<file path="src/include/rf_cfg.svh">
`ifndef RF_CFG_SVH
`define RF_CFG_SVH

// ==============================
// register file sizing
// ==============================

// hardware threads sharing the file, one bank each
`define RF_NTHREADS 4

// registers per thread, reg 0 is hardwired zero
`define RF_NREGS 64

// width of one register value
`define RF_VALUE_W 32

// flat address is thread above register
// so both counts must stay powers of two

`endif

</file>
<file path="src/logic/rfPkg.sv">
`include "rf_cfg.svh"

package rfPkg;

  // ==============================
  // vector types
  // ==============================
  typedef logic [`RF_VALUE_W-1:0]            value_t;    // one register value
  typedef logic [$clog2(`RF_NREGS)-1:0]      regIdx_t;   // reg number within a thread
  typedef logic [$clog2(`RF_NTHREADS)-1:0]   threadId_t; // hardware thread number
  typedef logic [$bits(threadId_t)+$bits(regIdx_t)-1:0] rfAddr_t; // {thread, reg}

  // ==============================
  // request payloads
  // ==============================
  typedef struct packed {
    threadId_t thread; // target bank
    regIdx_t   regIdx; // target register
    value_t    data;   // value to store
  } rfWrReq_t;

  typedef struct packed {
    threadId_t thread;
    regIdx_t   regIdx;
  } rfRdReq_t;

  // handshake slave states, shared by read and write agents
  typedef enum logic [1:0] {
    Idle,  // waiting for req
    Busy,  // command taken, access in flight
    Done   // ack high until req drops
  } agentState_t;

endpackage

</file>
<file path="src/logic/rfWriteArbiter.sv">
`timescale 1ns/1ps

module rfWriteArbiter import rfPkg::*; (
  input  logic     clk,
  input  logic     arstN,
  input  logic     portReq0,  // wb agent
  input  logic     portReq1,  // ld agent
  input  rfWrReq_t portCmd0,
  input  rfWrReq_t portCmd1,
  output logic     grant0,
  output logic     grant1,
  // storage write port
  output logic     wrEn,
  output rfAddr_t  wrAddr,
  output value_t   wrData
);

  // ==============================
  // round-robin grant
  // ==============================
  logic     rrPtr;  // 0: wb has priority, 1: ld has priority
  rfWrReq_t winCmd; // command of this cycle's winner

  // a lone requester always wins, ties go to the pointer
  assign grant0 = portReq0 && (!portReq1 || !rrPtr);
  assign grant1 = portReq1 && (!portReq0 ||  rrPtr);

  // pointer moves past whoever just got the port
  always_ff @(posedge clk or negedge arstN) begin
    if (!arstN) begin
      rrPtr <= 1'b0; // wb first after reset
    end else if (grant0) begin
      rrPtr <= 1'b1;
    end else if (grant1) begin
      rrPtr <= 1'b0;
    end
  end

  // ==============================
  // write mux
  // ==============================
  assign winCmd = grant1 ? portCmd1 : portCmd0;

  assign wrEn   = grant0 || grant1;
  assign wrAddr = {winCmd.thread, winCmd.regIdx}; // thread selects the bank
  assign wrData = winCmd.data;

endmodule

</file>
<file path="config.mk">
export PLATFORM = sky130hd
export DESIGN_NAME = rfWriteArbiter
export DESIGN_NICKNAME = d
export VERILOG_FILES = /design/src/logic/rfPkg.sv /design/src/logic/rfWriteArbiter.sv
export VERILOG_INCLUDE_DIRS = /design/src /design/src/include
export SDC_FILE = /design/constraint.sdc
export NUM_CORES = 1
export LEC_CHECK = 0
export BUFFER_PORTS_ARGS = -buffer_cell sky130_fd_sc_hd__buf_2
export CORE_MARGIN = 4
export CORE_UTILIZATION = 25
export DETAILED_ROUTE_END_ITERATION = 7
export PLACE_DENSITY = 0.86
export SYNTH_ARGS = -nofsm -noshare
export SYNTH_HDL_FRONTEND = slang
export SYNTH_SLANG_ARGS = --single-unit
</file>
<file path="constraint.sdc">
create_clock -name clk -period 3.3 [get_ports clk]
set_input_delay 0.66 -clock clk [delete_from_list [all_inputs] [get_ports clk]]
set_output_delay 0.66 -clock clk [all_outputs]
set_load 0.05 [all_outputs]
</file>
==> metrics.txt <==
top flip-flop cell by instance count after synthesis=sky130_fd_sc_hd__dfrtp_1; cell area power density=306.8 nW/um2; multi-input combinational cell area=486.7 um2; routed via count divided by cell count=4.416; cell area after synthesis=564.3 um2; number of global-route vias before repair=980; Placement Setup Slack=0.8176 ns; post_cts resized=0; first-pass GRT wire length=4.222 mm; post-detailed-routing wire length=2.590 mm; final max-slew violation count=0; Hold Vio Cnt, Final=0; worst setup path category=input port to output pin; TNS Setup=0 ns; power share of the clock group=0%; CP startpoint kind=input port; Synthesis Warnings=0; number of fill cells in the layout=182; run status=finished, final reports clean; average size of a mapped cell=10.85 um2; initial antenna violation count=0; Comb power frac=95.4%; floorplan core area=2042 um2; detail-routed net length per standard cell=12.82 um; global route overflow=0; R2R cell count=2; area share of the leading cell type in the synthesized netlist=73.84%; Reg-to-Reg Start=rrPtr; drt first-iter violations=8; number of synthesized register bits=1; fmax=404.3 MHz; layout net count=261; number of hold buffers added after cts=0; sequential cell area fraction in the yosys report=4.435%; register ranked first by flip-flop count=rrPtr; share of final-layout standard cells stronger than drive strength 1=94.86%; Worst-Skew Late Latency=0 ns; power spent charging and discharging nets=0.2371 mW; row count=16; portion of the clock cycle consumed by the worst path in the final layout=74.95%; maximum number of pins on one net before global-route repair=42; unique cell type count in the Yosys netlist=9; most numerous cell in the Yosys netlist=sky130_fd_sc_hd__mux2_2; data required time of the worst path=2.64 ns; reported max-cap violation count=0; setup repair after global routing missed its margin=false; measured slew at the worst slew-check pin=0.2651 ns; Worst Path Arrival=1.81 ns; total number of vias=892; Synth area leader=sky130_fd_sc_hd__mux2_2; register-to-register setup slack=2.62 ns; maximum fanout along the worst path=41; post-route clock skew=0 ns; I/O pin count=127; number of flip-flops in the largest register=1; number of enable-type register cells in the synthesized netlist=0; number of buffer cells added on primary ports=126; overall track demand over capacity in global routing=15.73%; r2r endpoint=rrPtr; DIE AREA=3081 um2; Pleak=0.6994 nW; clock input transition at the sequential cells of the worst setup and hold paths=0 ns; signed area change from the synthesized netlist to the final layout=113.3%; RePlAce Congestion=0.8060; Detailed Place HPWL=2.376 mm; Inserted Diodes=0; sort of element at the end of the critical path=output pin; time the final worst path needs with I/O delays and setup=2.473 ns; timing endpoint of the critical path=wrData[7]; Die X=55.51 um; Reg power frac=4.6%; Final setup viols=0; Post-CTS Repair Setup Buffers=0; Setup WS post-layout=0.8268 ns; top flop regs=rrPtr (1); initial standard-cell utilization of the core=27.63%; fraction of registers with async set or reset after synthesis=100.0%; Net Sw Frac=64.22%; first drt pass iteration count=3; worst min-delay path class=input port to async pin; leading cell types by count after synthesis=37 x sky130_fd_sc_hd__mux2_2, 4 x sky130_fd_sc_hd__buf_6, 3 x sky130_fd_sc_hd__mux2_1; worst voltage drop across the vdd grid=0.1852 mV; timing startpoint of the critical path=portReq0; Synth area leaders=sky130_fd_sc_hd__mux2_2 74%, sky130_fd_sc_hd__buf_6 8.0%, sky130_fd_sc_hd__mux2_1 6.0%; Synth Instances=52; DIE HEIGHT=55.51 um; Internal Pwr Total=0.1321 mW; worst-case headroom to the max-slew limit=82.45%; number of remaining DRC errors=0; post-synth net total=136; Antenna Nets Post-Route=0; storage element area=25.02 um2
==> through the flow <==
step / cells / power, mW / instance area, um2 / util [%] / hold WS [ns]
6_report: 202 / 0.3692 / 1204 / 58.95 / 0.4355
3_5_place_dp: 202 / 0.3717 / 1204 / 58.95 / 0.4365
5_1_grt: 202 / 0.3887 / 1204 / 58.95 / 0.4418
2_1_floorplan: 52 / 0.2827 / 564.3 / - / 0.3644
3_3_place_gp: 202 / 0.3681 / 1204 / 58.95 / 0.4344
4_1_cts: 202 / 0.3726 / 1204 / 58.95 / 0.4367
==> cell type report <==
class                           instances  area share [%]
Inverter                                2          0.6237
Sequential cell                         1           2.079
Multi-Input combinational cell         45           40.44
Tap cell                               27           2.807
Timing Repair Buffer                  127           54.05
==> power by group through the flow <==
stage                     clock [mW]  sequential (mW)  combinational [mW]
final                              0           0.0170               0.352
after global routing               0           0.0176               0.371
after CTS                          0           0.0170               0.356
after detailed placement           0           0.0170               0.355
after global placement             0           0.0169               0.351
after floorplan                    0           0.0167               0.266
==> worst min path at each step <==
stage	from	end
finish	arstN	rrPtr
global route	arstN	rrPtr
CTS	arstN	rrPtr
detailed placement	arstN	rrPtr
global placement	arstN	rrPtr
floorplan	arstN	rrPtr
==> layout by cell type (no fill, tap or decap) <==
master	n
sky130_fd_sc_hd__o21ai_4	1
sky130_fd_sc_hd__dfrtp_1	1
sky130_fd_sc_hd__or2_2	1
sky130_fd_sc_hd__buf_12	1
sky130_fd_sc_hd__mux2_2	37
sky130_fd_sc_hd__a21oi_1	2
sky130_fd_sc_hd__mux2_1	3
sky130_fd_sc_hd__inv_1	2
sky130_fd_sc_hd__nor2_1	1
sky130_fd_sc_hd__buf_2	126
==> layer usage <==
| layer | GRT usage, % | vias up | wire, um |
|---|---|---|---|
| met5 | 0 | - | 0 |
| met2 | 32.09 | 69 | 1362 |
| li1 | - | 440 | - |
| met3 | 6.993 | 2 | 403 |
| met4 | 1.042 | 0 | 16 |
| met1 | 14.60 | 381 | 807 |
==> critical path: stages <==
cell and delay (ns):
sky130_fd_sc_hd__buf_2 0.09, sky130_fd_sc_hd__inv_1 0.07, sky130_fd_sc_hd__o21ai_4 0.16, sky130_fd_sc_hd__buf_12 0.24
sky130_fd_sc_hd__mux2_2 0.36, sky130_fd_sc_hd__buf_2 0.21
==> logic make-up (layout without fill, tap and decap cells) <==
logic type             after synthesis  after routing  synth area share, %
AND/OR/NAND/NOR                      2              2                1.774
AO/OA/AOI/OAI                        3              3                4.657
buffers and inverters                6            129                9.313
multiplexers                        40             40                79.82
flip-flops                           1              1                4.434
Note: power is estimated with default switching activity, not from simulation.
