$ cat config.mk
export PLATFORM = sky130hd
export DESIGN_NAME = rfWriteAgent
export DESIGN_NICKNAME = d
export VERILOG_FILES = /design/src/logic/rfPkg.sv /design/src/logic/rfWriteAgent.sv
export VERILOG_INCLUDE_DIRS = /design/src /design/src/include
export SDC_FILE = /design/constraint.sdc
export NUM_CORES = 1
export LEC_CHECK = 0
export BUFFER_PORTS_ARGS = -buffer_cell sky130_fd_sc_hd__buf_4
export CAP_MARGIN = 20
export CELL_PAD_IN_SITES_DETAIL_PLACEMENT = 1
export CELL_PAD_IN_SITES_GLOBAL_PLACEMENT = 2
export CORE_MARGIN = 1.5
export CORE_UTILIZATION = 26
export DETAILED_ROUTE_END_ITERATION = 7
export PLACE_DENSITY = 0.75
export SETUP_SLACK_MARGIN = 0.2
export SYNTH_ARGS = -nofsm -noshare
export SYNTH_HDL_FRONTEND = slang
export SYNTH_SLANG_ARGS = --single-unit
$ cat constraint.sdc
create_clock -name clk -period 3.3 [get_ports clk]
set_clock_uncertainty 0.15 [all_clocks]
set_input_delay 0.495 -clock clk [delete_from_list [all_inputs] [get_ports clk]]
set_output_delay 0.495 -clock clk [all_outputs]
set_load 0.1 [all_outputs]
$ cat src/include/rf_cfg.svh
`ifndef RF_CFG_SVH
`define RF_CFG_SVH

// ==============================
// register file sizing
// ==============================

// hardware threads sharing the file, one bank each
`define RF_NTHREADS 4

// registers per thread, reg 0 is hardwired zero
`define RF_NREGS 64

// width of one register value
`define RF_VALUE_W 32

// flat address is thread above register
// so both counts must stay powers of two

`endif

$ cat src/logic/rfPkg.sv
`include "rf_cfg.svh"

package rfPkg;

  // ==============================
  // vector types
  // ==============================
  typedef logic [`RF_VALUE_W-1:0]            value_t;    // one register value
  typedef logic [$clog2(`RF_NREGS)-1:0]      regIdx_t;   // reg number within a thread
  typedef logic [$clog2(`RF_NTHREADS)-1:0]   threadId_t; // hardware thread number
  typedef logic [$bits(threadId_t)+$bits(regIdx_t)-1:0] rfAddr_t; // {thread, reg}

  // ==============================
  // request payloads
  // ==============================
  typedef struct packed {
    threadId_t thread; // target bank
    regIdx_t   regIdx; // target register
    value_t    data;   // value to store
  } rfWrReq_t;

  typedef struct packed {
    threadId_t thread;
    regIdx_t   regIdx;
  } rfRdReq_t;

  // handshake slave states, shared by read and write agents
  typedef enum logic [1:0] {
    Idle,  // waiting for req
    Busy,  // command taken, access in flight
    Done   // ack high until req drops
  } agentState_t;

endpackage

$ cat src/logic/rfWriteAgent.sv
`timescale 1ns/1ps

module rfWriteAgent import rfPkg::*; (
  input  logic     clk,
  input  logic     arstN,
  // four-phase slave side
  input  logic     req,
  output logic     ack,
  input  rfWrReq_t cmd,
  // toward the write arbiter
  output logic     portReq,
  output rfWrReq_t portCmd,
  input  logic     grant
);

  // ==============================
  // handshake fsm
  // ==============================
  agentState_t state;
  agentState_t stateNext;

  always_comb begin
    stateNext = state;
    case (state)
      Idle: begin
        if (req) stateNext = Busy;   // new write seen
      end
      Busy: begin
        if (grant) stateNext = Done; // storage writes on this edge
      end
      Done: begin
        if (!req) stateNext = Idle;  // master finished, drop ack
      end
      default: stateNext = Idle;
    endcase
  end

  always_ff @(posedge clk or negedge arstN) begin
    if (!arstN) begin
      state <= Idle;
    end else begin
      state <= stateNext;
    end
  end

  // payload latch, master keeps cmd stable but we only trust it at the first edge
  always_ff @(posedge clk) begin
    if (state == Idle && req) begin
      portCmd <= cmd;
    end
  end

  // ==============================
  // outputs
  // ==============================
  assign portReq = (state == Busy); // hold until granted
  assign ack     = (state == Done); // stays high while req is held

endmodule

==> flow_metrics.tcl <==
set metrics [dict create \
    grt_pass1_wl_um 3990 \
    worstPathArrival_ns 1.25 \
    wirelength_um 2840 \
    hp-class "input port to flip-flop" \
    antenna_cells 0 \
    ys_seq_elements 42 \
    status "finished clean" \
    holdPathEnd "portCmd[37]" \
    rows 25 \
    crit_path_start_kind "flip-flop" \
    worst-path-max-fanout 4 \
    clk_pin_slew_ns 0.07 \
    worst_slack_ns 1.41 \
    m1WireLength_um 932 \
    synth-simple-area-share_pct 2.31 \
    final_antenna_net_count 0 \
    hold_viol_final 0 \
    rsz0062_at_grt "false" \
    numCtsBuffers 5 \
    relSlewSlack_pct 73.2 \
    clock_latency_ns 0.28 \
    dr.max_layer_used "met4" \
    met3WireLength_um 407 \
    area_growth_pct 63.6 \
    die-area_um2 5440 \
    slew_violations 0 \
    worst_slew_pin_slew_ns 0.401 \
    yosys-top-cells-area "edfxtp_1, dfrtp_1, a21oi_2" \
    ir_worst_vdd_mv 0.630 \
    ys_warn_count 0 \
    synth_compound_area_share_pct 1.34 \
    grtUsageTotal_pct 10.5 \
    io_pins 86 \
    place_ws_ns 1.31 \
    seqPwrFrac_pct 35.1 \
    r2r_cells 3 \
    syn-instance-count 50 \
    min_period_ns 1.89 \
    synthAdderAreaFrac_pct 0 \
    total_power_mw 2.24 \
    synth.cell_area_um2 1300 \
    switching_share_pct 51.7 \
    initial_core_util_pct 27.2 \
    port-buffer-count 85 \
    cp_slowest_cell "dfrtp_1" \
    leakagePower_nw 0.883 \
    final_cells 212 \
    synth_mux_area_share_pct 0 \
    path_cells "inv_1, nor2_1, buf_4" \
    syn_area_per_cell_um2 26.0 \
    clockRootBuffer "clkbuf_8" \
    worstHoldStart "cmd[37]" \
    max-cap-violations 0 \
    cts_num_sinks 42 \
    yosysSeqAreaShare_pct 96.1 \
    nets 188 \
    grt_max_degree 27 \
    critPathCaptureType "primary output" \
    coreArea_um2 4790 \
    synth_nets 94 \
    drt_iter0_drc 29 \
    critical_path_class "flip-flop to primary output" \
    drc 0 \
    ctsHtreeMaxLevel 2 \
    cts_buffer_depth 2 \
    pwr_density_cell_nw_per_um2 1050 \
    vias_per_cell 3.91 \
    synthXorXnorAreaFrac_pct 0 \
    critPathTopFamily "flip-flops" \
    clkPwrFrac_pct 13.5 \
    required_ns 2.65 \
    whs_path_depth 1 \
    totalNegativeSetupSlack_ns 0 \
    power_switching_mw 1.16 \
    die_x_um 73.8 \
    die_y_um 73.8 \
    antenna_found_initial 0 \
    place_congestion 0.655 \
    met2_length_um 1470 \
    ff2ff_setup_slack_ns 1.43 \
    grt_pass1_vias 883 \
    vias 828 \
    cpPeakStageDelay_ns 0.46 \
    wire_per_inst_um 13.4 \
    dp.cells 203 \
    fill_cells 498 \
    cp_num_buf_inv 2 \
    finalSetupViolCount 0 \
    synth_top_area_share_pct 92.2 \
    hpwl_um 2210 \
    synth_top_family_by_area "simple AND/OR/NAND/NOR gates" \
    postCtsResizedCells 0 \
    yosysTopAreaCell "edfxtp_1" \
    p_int_mw 1.08 \
    ys_types 9 \
    grt-ovfl-total 0 \
    drive_above_1_share_pct 65.5 \
    r2r-end "portCmd[39]" \
    timing.fmax_ghz 0.529 \
    final.period_utilization_pct 57.3 \
    drtPass1Iterations 2 \
    tritoncts "built" \
    power_frac_comb_pct 51.4 \
    rr_startpoint "state[0]" \
]
-- cell usage after synthesis --
cell type / count
nor2b_2: 1
nor2_1: 2
o2bb2ai_1: 1
dfrtp_1: 2
nand2b_1: 1
edfxtp_1: 40
inv_1: 1
or2b_1: 1
a21oi_2: 1
-- logic make-up after synthesis --
kind of cell    after synthesis
buf+inv                       1
simple gates                  5
flops                        42
compound gates                2
-- registers in the layout (all words and copies together), names as in the netlist --
signal	count
portCmd	40
state	2
-- cell type report --
type	count	area, um2	area share, %
Timing Repair Buffer	87	656	30.8
Inverter	1	3.75	0.176
Clock buffer	6	72.6	3.41
Tap cell	67	83.8	3.93
Sequential cell	42	1250	58.7
Clock inverter	2	8.76	0.411
Multi-Input combinational cell	7	55.1	2.58
-- power by group through the flow --
stage	sequential [mW]	combinational, mW	clock (mW)
final	0.785	1.15	0.302
after global routing	0.797	1.18	0.328
after CTS	0.788	1.16	0.317
after detailed placement	0.799	1.16	0
after global placement	0.792	1.15	0
after floorplan	1.54	0.162	0
-- cell usage in the layout (no fill, tap or decap) --
| master | instances |
|---|---|
| nor2_1 | 1 |
| clkbuf_8 | 5 |
| dfrtp_1 | 2 |
| edfxtp_1 | 40 |
| dlygate4sd3_1 | 1 |
| clkbuf_1 | 1 |
| buf_4 | 86 |
| o2bb2ai_1 | 1 |
| nand2b_1 | 1 |
| clkinv_1 | 1 |
| or2b_1 | 1 |
| nor2b_2 | 1 |
| clkinv_2 | 1 |
| a21oi_2 | 1 |
| nor2_4 | 1 |
| inv_1 | 1 |
-- worst max-delay path by stage --
stage	startpoint	cells after the start	endpoint	slack (ns)
floorplan	req	2	portCmd[0]	0.43
global placement	req	4	portCmd[25]	1.38
detailed placement	req	4	portCmd[37]	1.31
CTS	state[1]	3	ack	1.39
global route	state[0]	3	portCmd[39]	1.31
finish	state[1]	3	ack	1.41
-- stage by stage --
step	hold slack [ns]	util, %	cell area, um2
6_report	0.233	44.5	2130
5_1_grt	0.219	44.5	2130
4_1_cts	0.219	44.5	2130
3_5_place_dp	0.128	42.6	2040
3_3_place_gp	0.127	42.6	2040
2_1_floorplan	0.0494	-	1300
-- metal layers --
layer	vias to the layer above	GRT usage (%)
met3	4	6.31
met5	-	0
met2	58	18.2
met4	0	6.17
met1	387	9.07
li1	379	-
-- repair_timing --
item	in CTS	in global routing
hold buffers	1	0
buffers inserted	0	0
endpoints found under the hold margin	2	0
Power figures use the tool's default switching activity.
