## config.mk

```make
export PLATFORM = sky130hd
export DESIGN_NAME = rfReadAgent
export DESIGN_NICKNAME = d
export VERILOG_FILES = /design/src/logic/rfPkg.sv /design/src/logic/rfReadAgent.sv
export VERILOG_INCLUDE_DIRS = /design/src /design/src/include
export SDC_FILE = /design/constraint.sdc
export NUM_CORES = 1
export LEC_CHECK = 0
export ABC_CLOCK_PERIOD_IN_PS = 3500
export BUFFER_PORTS_ARGS = -buffer_cell sky130_fd_sc_hd__buf_2
export CAP_MARGIN = 20
export CORE_AREA = 4 4 64 66
export DETAILED_ROUTE_END_ITERATION = 8
export DIE_AREA = 0 0 68 70
export GPL_ROUTABILITY_DRIVEN = 1
export GPL_TIMING_DRIVEN = 0
export PLACE_DENSITY = 0.81
export SLEW_MARGIN = 15
export SYNTH_ARGS = -nofsm -noshare
export SYNTH_HDL_FRONTEND = slang
export SYNTH_SLANG_ARGS = --single-unit
```

## constraint.sdc

```tcl
create_clock -name clk -period 3.5 [get_ports clk]
set_input_delay 0.525 -clock clk [delete_from_list [all_inputs] [get_ports clk]]
set_output_delay 0.525 -clock clk [all_outputs]
set_load 0.005 [all_outputs]
```

## src/include/rf_cfg.svh

```systemverilog
`ifndef RF_CFG_SVH
`define RF_CFG_SVH

// ==============================
// register file sizing
// ==============================

// hardware threads sharing the file, one bank each
`define RF_NTHREADS 4

// registers per thread, reg 0 is hardwired zero
`define RF_NREGS 64

// width of one register value
`define RF_VALUE_W 32

// flat address is thread above register
// so both counts must stay powers of two

`endif

```

## src/logic/rfPkg.sv

```systemverilog
`include "rf_cfg.svh"

package rfPkg;

  // ==============================
  // vector types
  // ==============================
  typedef logic [`RF_VALUE_W-1:0]            value_t;    // one register value
  typedef logic [$clog2(`RF_NREGS)-1:0]      regIdx_t;   // reg number within a thread
  typedef logic [$clog2(`RF_NTHREADS)-1:0]   threadId_t; // hardware thread number
  typedef logic [$bits(threadId_t)+$bits(regIdx_t)-1:0] rfAddr_t; // {thread, reg}

  // ==============================
  // request payloads
  // ==============================
  typedef struct packed {
    threadId_t thread; // target bank
    regIdx_t   regIdx; // target register
    value_t    data;   // value to store
  } rfWrReq_t;

  typedef struct packed {
    threadId_t thread;
    regIdx_t   regIdx;
  } rfRdReq_t;

  // handshake slave states, shared by read and write agents
  typedef enum logic [1:0] {
    Idle,  // waiting for req
    Busy,  // command taken, access in flight
    Done   // ack high until req drops
  } agentState_t;

endpackage

```

## src/logic/rfReadAgent.sv

```systemverilog
`timescale 1ns/1ps

module rfReadAgent import rfPkg::*; (
  input  logic     clk,
  input  logic     arstN,
  // four-phase slave side
  input  logic     req,
  output logic     ack,
  input  rfRdReq_t cmd,
  // storage read port
  output rfAddr_t  rdAddr,
  input  value_t   rdValue,
  // returned value, held until the next read
  output value_t   data
);

  // ==============================
  // latency counter and fsm
  // ==============================
  // one edge for the storage address register, value taken on the one after
  localparam logic [1:0] LastWait = 2'd1;

  agentState_t state;
  logic [1:0]  waitCnt;  // edges spent in busy
  logic        lastWait; // storage output is valid this cycle

  assign lastWait = (waitCnt == LastWait);

  always_ff @(posedge clk or negedge arstN) begin
    if (!arstN) begin
      state   <= Idle;
      waitCnt <= '0;
    end else begin
      case (state)
        Idle: begin
          if (req) begin
            state   <= Busy;
            waitCnt <= '0;
          end
        end
        Busy: begin
          if (lastWait) state <= Done;
          else          waitCnt <= waitCnt + 2'd1;
        end
        Done: begin
          if (!req) state <= Idle; // four-phase release
        end
        default: state <= Idle;
      endcase
    end
  end

  // ==============================
  // payload registers
  // ==============================
  always_ff @(posedge clk) begin
    if (state == Idle && req) begin
      rdAddr <= {cmd.thread, cmd.regIdx}; // address registered at the req edge
    end
    if (state == Busy && lastWait) begin
      data <= rdValue;                     // hold value for the master
    end
  end

  assign ack = (state == Done);

endmodule

```

==> flow_summary.json, run 1 <==
{
  "p_clk_share_pct": 21.5,
  "worstPathRequired_ps": 3470,
  "grt_max_degree": 33,
  "cts-htree-levels": 2,
  "routed-via-count": 880,
  "hp-class": "input port to register",
  "grt_pass1_wl_um": 3960,
  "synth.net_count": 106,
  "min_period_over_period_pct": 53.9,
  "slew_viol_final": 0,
  "net-switching-power_uw": 355,
  "num-fill-cells": 293,
  "viasPerCell": 4.36,
  "cts_root_buf": "clkbuf_4",
  "ys_ff_latch": 44,
  "drv_cap": 0,
  "seqPwrFrac_pct": 55.8,
  "yosys_warnings": 0,
  "p_leak_uw": 0.000871,
  "slowest_stage": "nor2_4",
  "nNetsFinal": 197,
  "cpPeakStageDelay_ps": 640,
  "dieArea_sq_um": 4760,
  "globalplace.congestion": 0.631,
  "p_comb_share_pct": 22.7,
  "fmax_mhz": 530,
  "drc": 0,
  "drive_above_1_share_pct": 62.3,
  "syn_area_sq_um": 1450,
  "coreArea_sq_um": 3580,
  "setup-violations-final": 0,
  "r2r_setup_slack_ps": 1610,
  "cp.arrival_ps": 1850,
  "worstPathCellList": "inv_1, ha_1, nand2_1, nor2_4",
  "total_power_uw": 1380,
  "port_buffers": 83,
  "antenna_found_initial": 0,
  "dieHeight_um": 70,
  "ir_drop_uv": 268,
  "switching_share_pct": 25.8,
  "ios": 84,
  "crit_type": "register to register",
  "drtIter0Drc": 59,
  "synth_cell_types": 17,
  "drt_first_pass_iters": 4,
  "area_growth_pct": 39.3,
  "avgRoutedWirePerCell_um": 14.2,
  "rsz0062_at_grt": "no",
  "worstPathMaxFanout": 32,
  "finClkSkew_ps": 13.0,
  "p_per_area_nw_per_um2": 682,
  "insertion_delay_ps": 340,
  "synth.avg_cell_area_sq_um": 23.4,
  "setup_tns_ps": 0,
  "num_rows": 22,
  "p_int_uw": 1020,
  "final.setup.worst_slack_ps": 1610,
  "cts_tree": "built",
  "worstMarginPinSlew_ps": 805,
  "gr-total-overflow": 0,
  "max-slew-margin-rel_pct": 46.2,
  "cp.buffers_inverters": 1,
  "start_util_pct": 40.5,
  "outcome": "completed",
  "cts_buffers": 5,
  "fin_util_pct": 56.4,
  "synthCells": 62,
  "endpoint_kind": "register",
  "grt_pass1_vias": 818,
  "clockBufferDepth": 2,
  "track_usage_pct": 11.9,
  "n_antenna_cell": 0,
  "cts.reportedPaths.clkPinSlew_ps": 120,
  "path_delay_family": "simple AND/OR/NAND/NOR gates",
  "cts_sinks": 44,
  "drtAntennaViolNets": 0,
  "ys_seq_area_share_pct": 89.8,
  "finalCriticalPeriod_ps": 1890,
  "fp.dieW_um": 68,
  "worst_setup_path_start_kind": "register",
  "finalHoldViolations": 0,
  "place_ws_ps": 1630,
  "drt-total-wl_um": 2870
}
## area by class of cell
class                   count  area, sq um  share of cell area, %
clock buffers               6         41.3                   2.05
flip-flops and latches     44         1300                   64.5
repair buffers             84          425                   21.1
inverters                   1         3.75                  0.186
plain buffers               1         11.3                  0.558
multi-input cells          16          140                   6.94
well taps                  48         60.1                   2.98
clock inverters             2         35.0                   1.74
## stage by stage
step / instances / cell area [sq um] / hold WS [ps]
6_report: 202 / 2020 / 353
5_1_grt: 202 / 2020 / 316
4_1_cts: 202 / 2020 / 335
3_5_place_dp: 193 / 1930 / 335
3_3_place_gp: 193 / 1920 / 330
2_1_floorplan: 62 / 1450 / 229
## routing by layer
layer  vias up  global-route usage [%]  routed length [um]
li1        421                       -                   -
met1       397                    11.6                1070
met2        60                    20.0                1360
met3         2                    5.47                 406
met4         0                    6.62                  34
met5         -                       0                   0
## synth_stat cells
| cell | n | area share (%) |
|---|---|---|
| mux2i_1 | 1 | 0.69 |
| dfrtp_1 | 4 | 6.9 |
| a21oi_2 | 1 | 0.60 |
| and3_1 | 1 | 0.43 |
| nor4b_1 | 2 | 1.2 |
| or2b_1 | 1 | 0.52 |
| buf_6 | 1 | 0.78 |
| ha_1 | 1 | 0.86 |
| inv_1 | 1 | 0.26 |
| and3_2 | 1 | 0.52 |
| nand2_1 | 1 | 0.26 |
| nand2b_1 | 1 | 0.43 |
| edfxtp_1 | 40 | 83 |
| a211o_1 | 2 | 1.2 |
| nor2_1 | 2 | 0.52 |
| and2b_2 | 1 | 0.60 |
| o21bai_4 | 1 | 1.3 |
## power groups by stage
stage	Sequential (uW)	Clock (uW)	Combinational [uW]
global route	778	337	347
detailed placement	782	0	318
global placement	779	0	298
finish	768	296	312
CTS	770	303	319
floorplan	791	0	151
## registers in the layout (all words and copies together), names as in the netlist
signal / count
data: 32
rdAddr: 8
state: 2
waitCnt: 2
## kinds of logic after synthesis
kind of cell | share of synthesized area (%)
buffers and inverters | 1.04
DFF | 89.8
adders and majority gates | 0.863
muxes | 0.691
and+or+nand+nor | 4.49
AOI/OAI and AO/OA | 3.11
## placed cells by master, fill, tap and decap left out, drive strengths merged
cell type,synthesis,routed
edfxtp,40,40
clkbuf,0,6
dlygate4sd3,0,1
clkinv,0,1
mux2i,1,1
o21bai,1,1
nand2b,1,1
and2b,1,1
a211o,2,2
ha,1,1
bufinv,0,1
or2b,1,1
nor2,2,2
inv,1,1
and3,2,2
dfrtp,4,4
buf,1,84
a21oi,1,1
nand2,1,1
nor4b,2,2
## path summary, 6_finish.rpt
check / start / end / cells past startpoint
min reg2reg: waitCnt[1]$_DFFE_PN0P_ / waitCnt[1]$_DFFE_PN0P_ / 1
min in group asynchronous: arstN / waitCnt[1]$_DFFE_PN0P_ / 2
max reg2reg: waitCnt[1]$_DFFE_PN0P_ / data[20]$_DFFE_PP_ / 4
max: waitCnt[1]$_DFFE_PN0P_ / data[20]$_DFFE_PP_ / 4
min: rdValue[6] / data[6]$_DFFE_PP_ / 1
max in group asynchronous: arstN / state[0]$_DFFE_PN0P_ / 2
## repair_timing
| action | CTS | global route |
|---|---|---|
| gates resized for setup | 0 | 0 |
| buffers inserted | 0 | 0 |
| hold buffers | 1 | 0 |
| endpoints found under the hold margin | 4 | 0 |
No activity file was read; power rests on OpenSTA's default activity.
==> run 2, diff against run 1 <==
--- a/config.mk
+++ b/config.mk
@@ -6,12 +6,13 @@
 export SDC_FILE = /design/constraint.sdc
 export NUM_CORES = 1
 export LEC_CHECK = 0
-export ABC_CLOCK_PERIOD_IN_PS = 3500
+export ABC_AREA = 1
+export ABC_CLOCK_PERIOD_IN_PS = 1800
 export BUFFER_PORTS_ARGS = -buffer_cell sky130_fd_sc_hd__buf_2
 export CAP_MARGIN = 20
-export CORE_AREA = 4 4 64 66
+export CORE_AREA = 4 4 63 65
 export DETAILED_ROUTE_END_ITERATION = 8
-export DIE_AREA = 0 0 68 70
+export DIE_AREA = 0 0 67 69
 export GPL_ROUTABILITY_DRIVEN = 1
 export GPL_TIMING_DRIVEN = 0
 export PLACE_DENSITY = 0.81
==> constraint.sdc (replaced) <==
create_clock -name clk -period 1.8 [get_ports clk]
set_input_delay 0.27 -clock clk [delete_from_list [all_inputs] [get_ports clk]]
set_output_delay 0.27 -clock clk [all_outputs]
set_load 0.005 [all_outputs]
==> flow_summary.json, run 2 <==
{
  "grt_pass1_wl_um": 4510,
  "place_ws_ps": 80.5,
  "dieArea_sq_um": 4620,
  "yosys.area.top_type": "edfxtp_1",
  "p_leak_uw": 0.000865,
  "synth_commonest_cells": "edfxtp_1 (40), inv_1 (6), nand2_1 (5)",
  "setup_tns_ps": 0,
  "synth.net_count": 110,
  "drt-total-wl_um": 3210,
  "ys_ff_latch": 44,
  "postCtsSetupRepairBufs": 0,
  "cts_tree": "built",
  "cts_buffers": 5,
  "cp.arrival_ps": 1540,
  "n_antenna_cell": 0,
  "avgRoutedWirePerCell_um": 15.6,
  "rsz0062_at_grt": "no",
  "outcome": "completed",
  "yosys_warnings": 0,
  "synth.avg_cell_area_sq_um": 21.3,
  "mostFrequentLayoutCells": "buf_2 (83), edfxtp_1 (40), inv_1 (6), nand2_1 (5), clkbuf_4 (5)",
  "drtAntennaViolNets": 0,
  "fmax_mhz": 651,
  "endpoint_kind": "register",
  "grt_pass1_vias": 884,
  "synth_area_leaders": "edfxtp_1 (85%), dfrtp_1 (7.1%), inv_1 (1.6%), nand2_1 (1.3%), nand3_1 (1.1%)",
  "synth_async_sr_flop_share_pct": 9.09,
  "total_power_uw": 2700,
  "setup-violations-final": 0,
  "drt_first_pass_iters": 4,
  "drv_cap": 0,
  "track_usage_pct": 13.6,
  "grt_util_met3_pct": 6.33,
  "grt_max_degree": 33,
  "ys_seq_area_share_pct": 92.6,
  "slew_viol_final": 0,
  "synthCells": 66,
  "num_rows": 21,
  "area_growth_pct": 41.1,
  "worstMarginPinSlew_ps": 465,
  "final.setup.worst_slack_ps": 263,
  "coreArea_sq_um": 3340,
  "dp_hpwl_um": 2420,
  "gr-usage-met2_pct": 22.9,
  "globalplace.congestion": 0.652,
  "viasPerCell": 4.41,
  "hold_slack_ps": 90.7,
  "worstPathMaxFanout": 16,
  "hp-class": "input port to register",
  "drtIter0Drc": 99,
  "finalCriticalPeriod_ps": 1540,
  "largest_reg_flops": 32,
  "gr-usage-met1_pct": 13.7,
  "ios": 84,
  "synth_most_common_cell": "edfxtp_1",
  "busiest_layer": "met2",
  "p_per_area_nw_per_um2": 1360,
  "min_period_over_period_pct": 85.4,
  "synth_cell_types": 10,
  "finClkSkew_ps": 5.86,
  "synthFlopType": "edfxtp_1",
  "cts.reportedPaths.clkPinSlew_ps": 120,
  "start_util_pct": 42.1,
  "max-slew-margin-rel_pct": 68.9,
  "reg.largest.list": "data x32, rdAddr x8",
  "fp.dieW_um": 67,
  "drive_above_1_share_pct": 58.5,
  "ir_drop_uv": 593,
  "worstPathRequired_ps": 1800,
  "cts_root_buf": "clkbuf_4",
  "cts-htree-levels": 2,
  "final_common_cell": "buf_2",
  "synth_top_area_share_pct": 85.5,
  "regMostFlops": "data",
  "dieHeight_um": 69,
  "cts_sinks": 44,
  "antenna_found_initial": 0,
  "insertion_delay_ps": 340,
  "clockBufferDepth": 2,
  "worst_setup_path_start_kind": "register",
  "finalHoldViolations": 0,
  "routed-via-count": 905,
  "crit_type": "register to register",
  "nNetsFinal": 202,
  "syn_area_sq_um": 1410,
  "port_buffers": 83,
  "synth_edf_count": 40,
  "gr-total-overflow": 0,
  "drc": 0
}
==> run 2: final timing paths <==
path | slack, ps | end | depth (start not counted) | from
max | 260 | data[13]$_DFFE_PP_ | 3 | state[1]$_DFFE_PN0P_
max reg2reg | 260 | data[13]$_DFFE_PP_ | 3 | state[1]$_DFFE_PN0P_
max in group asynchronous | 1440 | waitCnt[1]$_DFFE_PN0P_ | 2 | arstN
min in group asynchronous | 240 | state[0]$_DFFE_PN0P_ | 2 | arstN
min reg2reg | 520 | waitCnt[1]$_DFFE_PN0P_ | 2 | waitCnt[1]$_DFFE_PN0P_
min | 90 | data[10]$_DFFE_PP_ | 1 | rdValue[10]
==> run 2: metal layers <==
| layer | vias to the layer above | share of wire [%] |
|---|---|---|
| met4 | 0 | 1.8 |
| met3 | 6 | 15 |
| li1 | 427 | - |
| met5 | - | 0 |
| met2 | 63 | 49 |
| met1 | 409 | 34 |
==> run 2: final cells by class <==
type | count | area (sq um)
inverter | 6 | 22.5
fill | 264 | 1350
timing repair buffer | 84 | 425
clock inverter | 2 | 35.0
tap | 46 | 57.6
multi-input combinational | 17 | 100
sequential | 44 | 1300
clock buffer | 6 | 41.3
==> run 2: per-stage QoR <==
step                      utilization (%)  std cells  area (sq um)
after floorplan                         -         66          1410
after global placement               56.5        195          1890
after detailed placement             56.5        195          1890
after CTS                            59.1        204          1970
after global routing                 59.4        205          1980
final                                59.4        205          1980
==> run 2: logic make-up after synthesis <==
logic type               Yosys count  synth area share, %
flip-flops                        44                 92.6
AND/OR/NAND/NOR                   14                 4.54
buffers and inverters              6                 1.60
AO/OA/AOI/OAI                      1                0.356
adder cells (fa/ha/maj)            1                0.890
==> run 2: critical path: stages (launching register included) <==
cell and delay (ps):
dfrtp_1 410, inv_1 140, nand2_1 200, nor2_4 450
==> run 2: timing repair <==
| action | in CTS | in global routing |
|---|---|---|
| hold buffers | 1 | 0 |
| setup endpoints to repair | 0 | 32 |
| resized for setup | 0 | 1 |
| hold endpoints to repair | 4 | 0 |
==> run 2: where the power goes <==
group          switching, uW  leakage, uW  internal (uW)
registers               80.2     0.000418           1420
logic                    392     0.000404            224
clock network            296    0.0000422            291
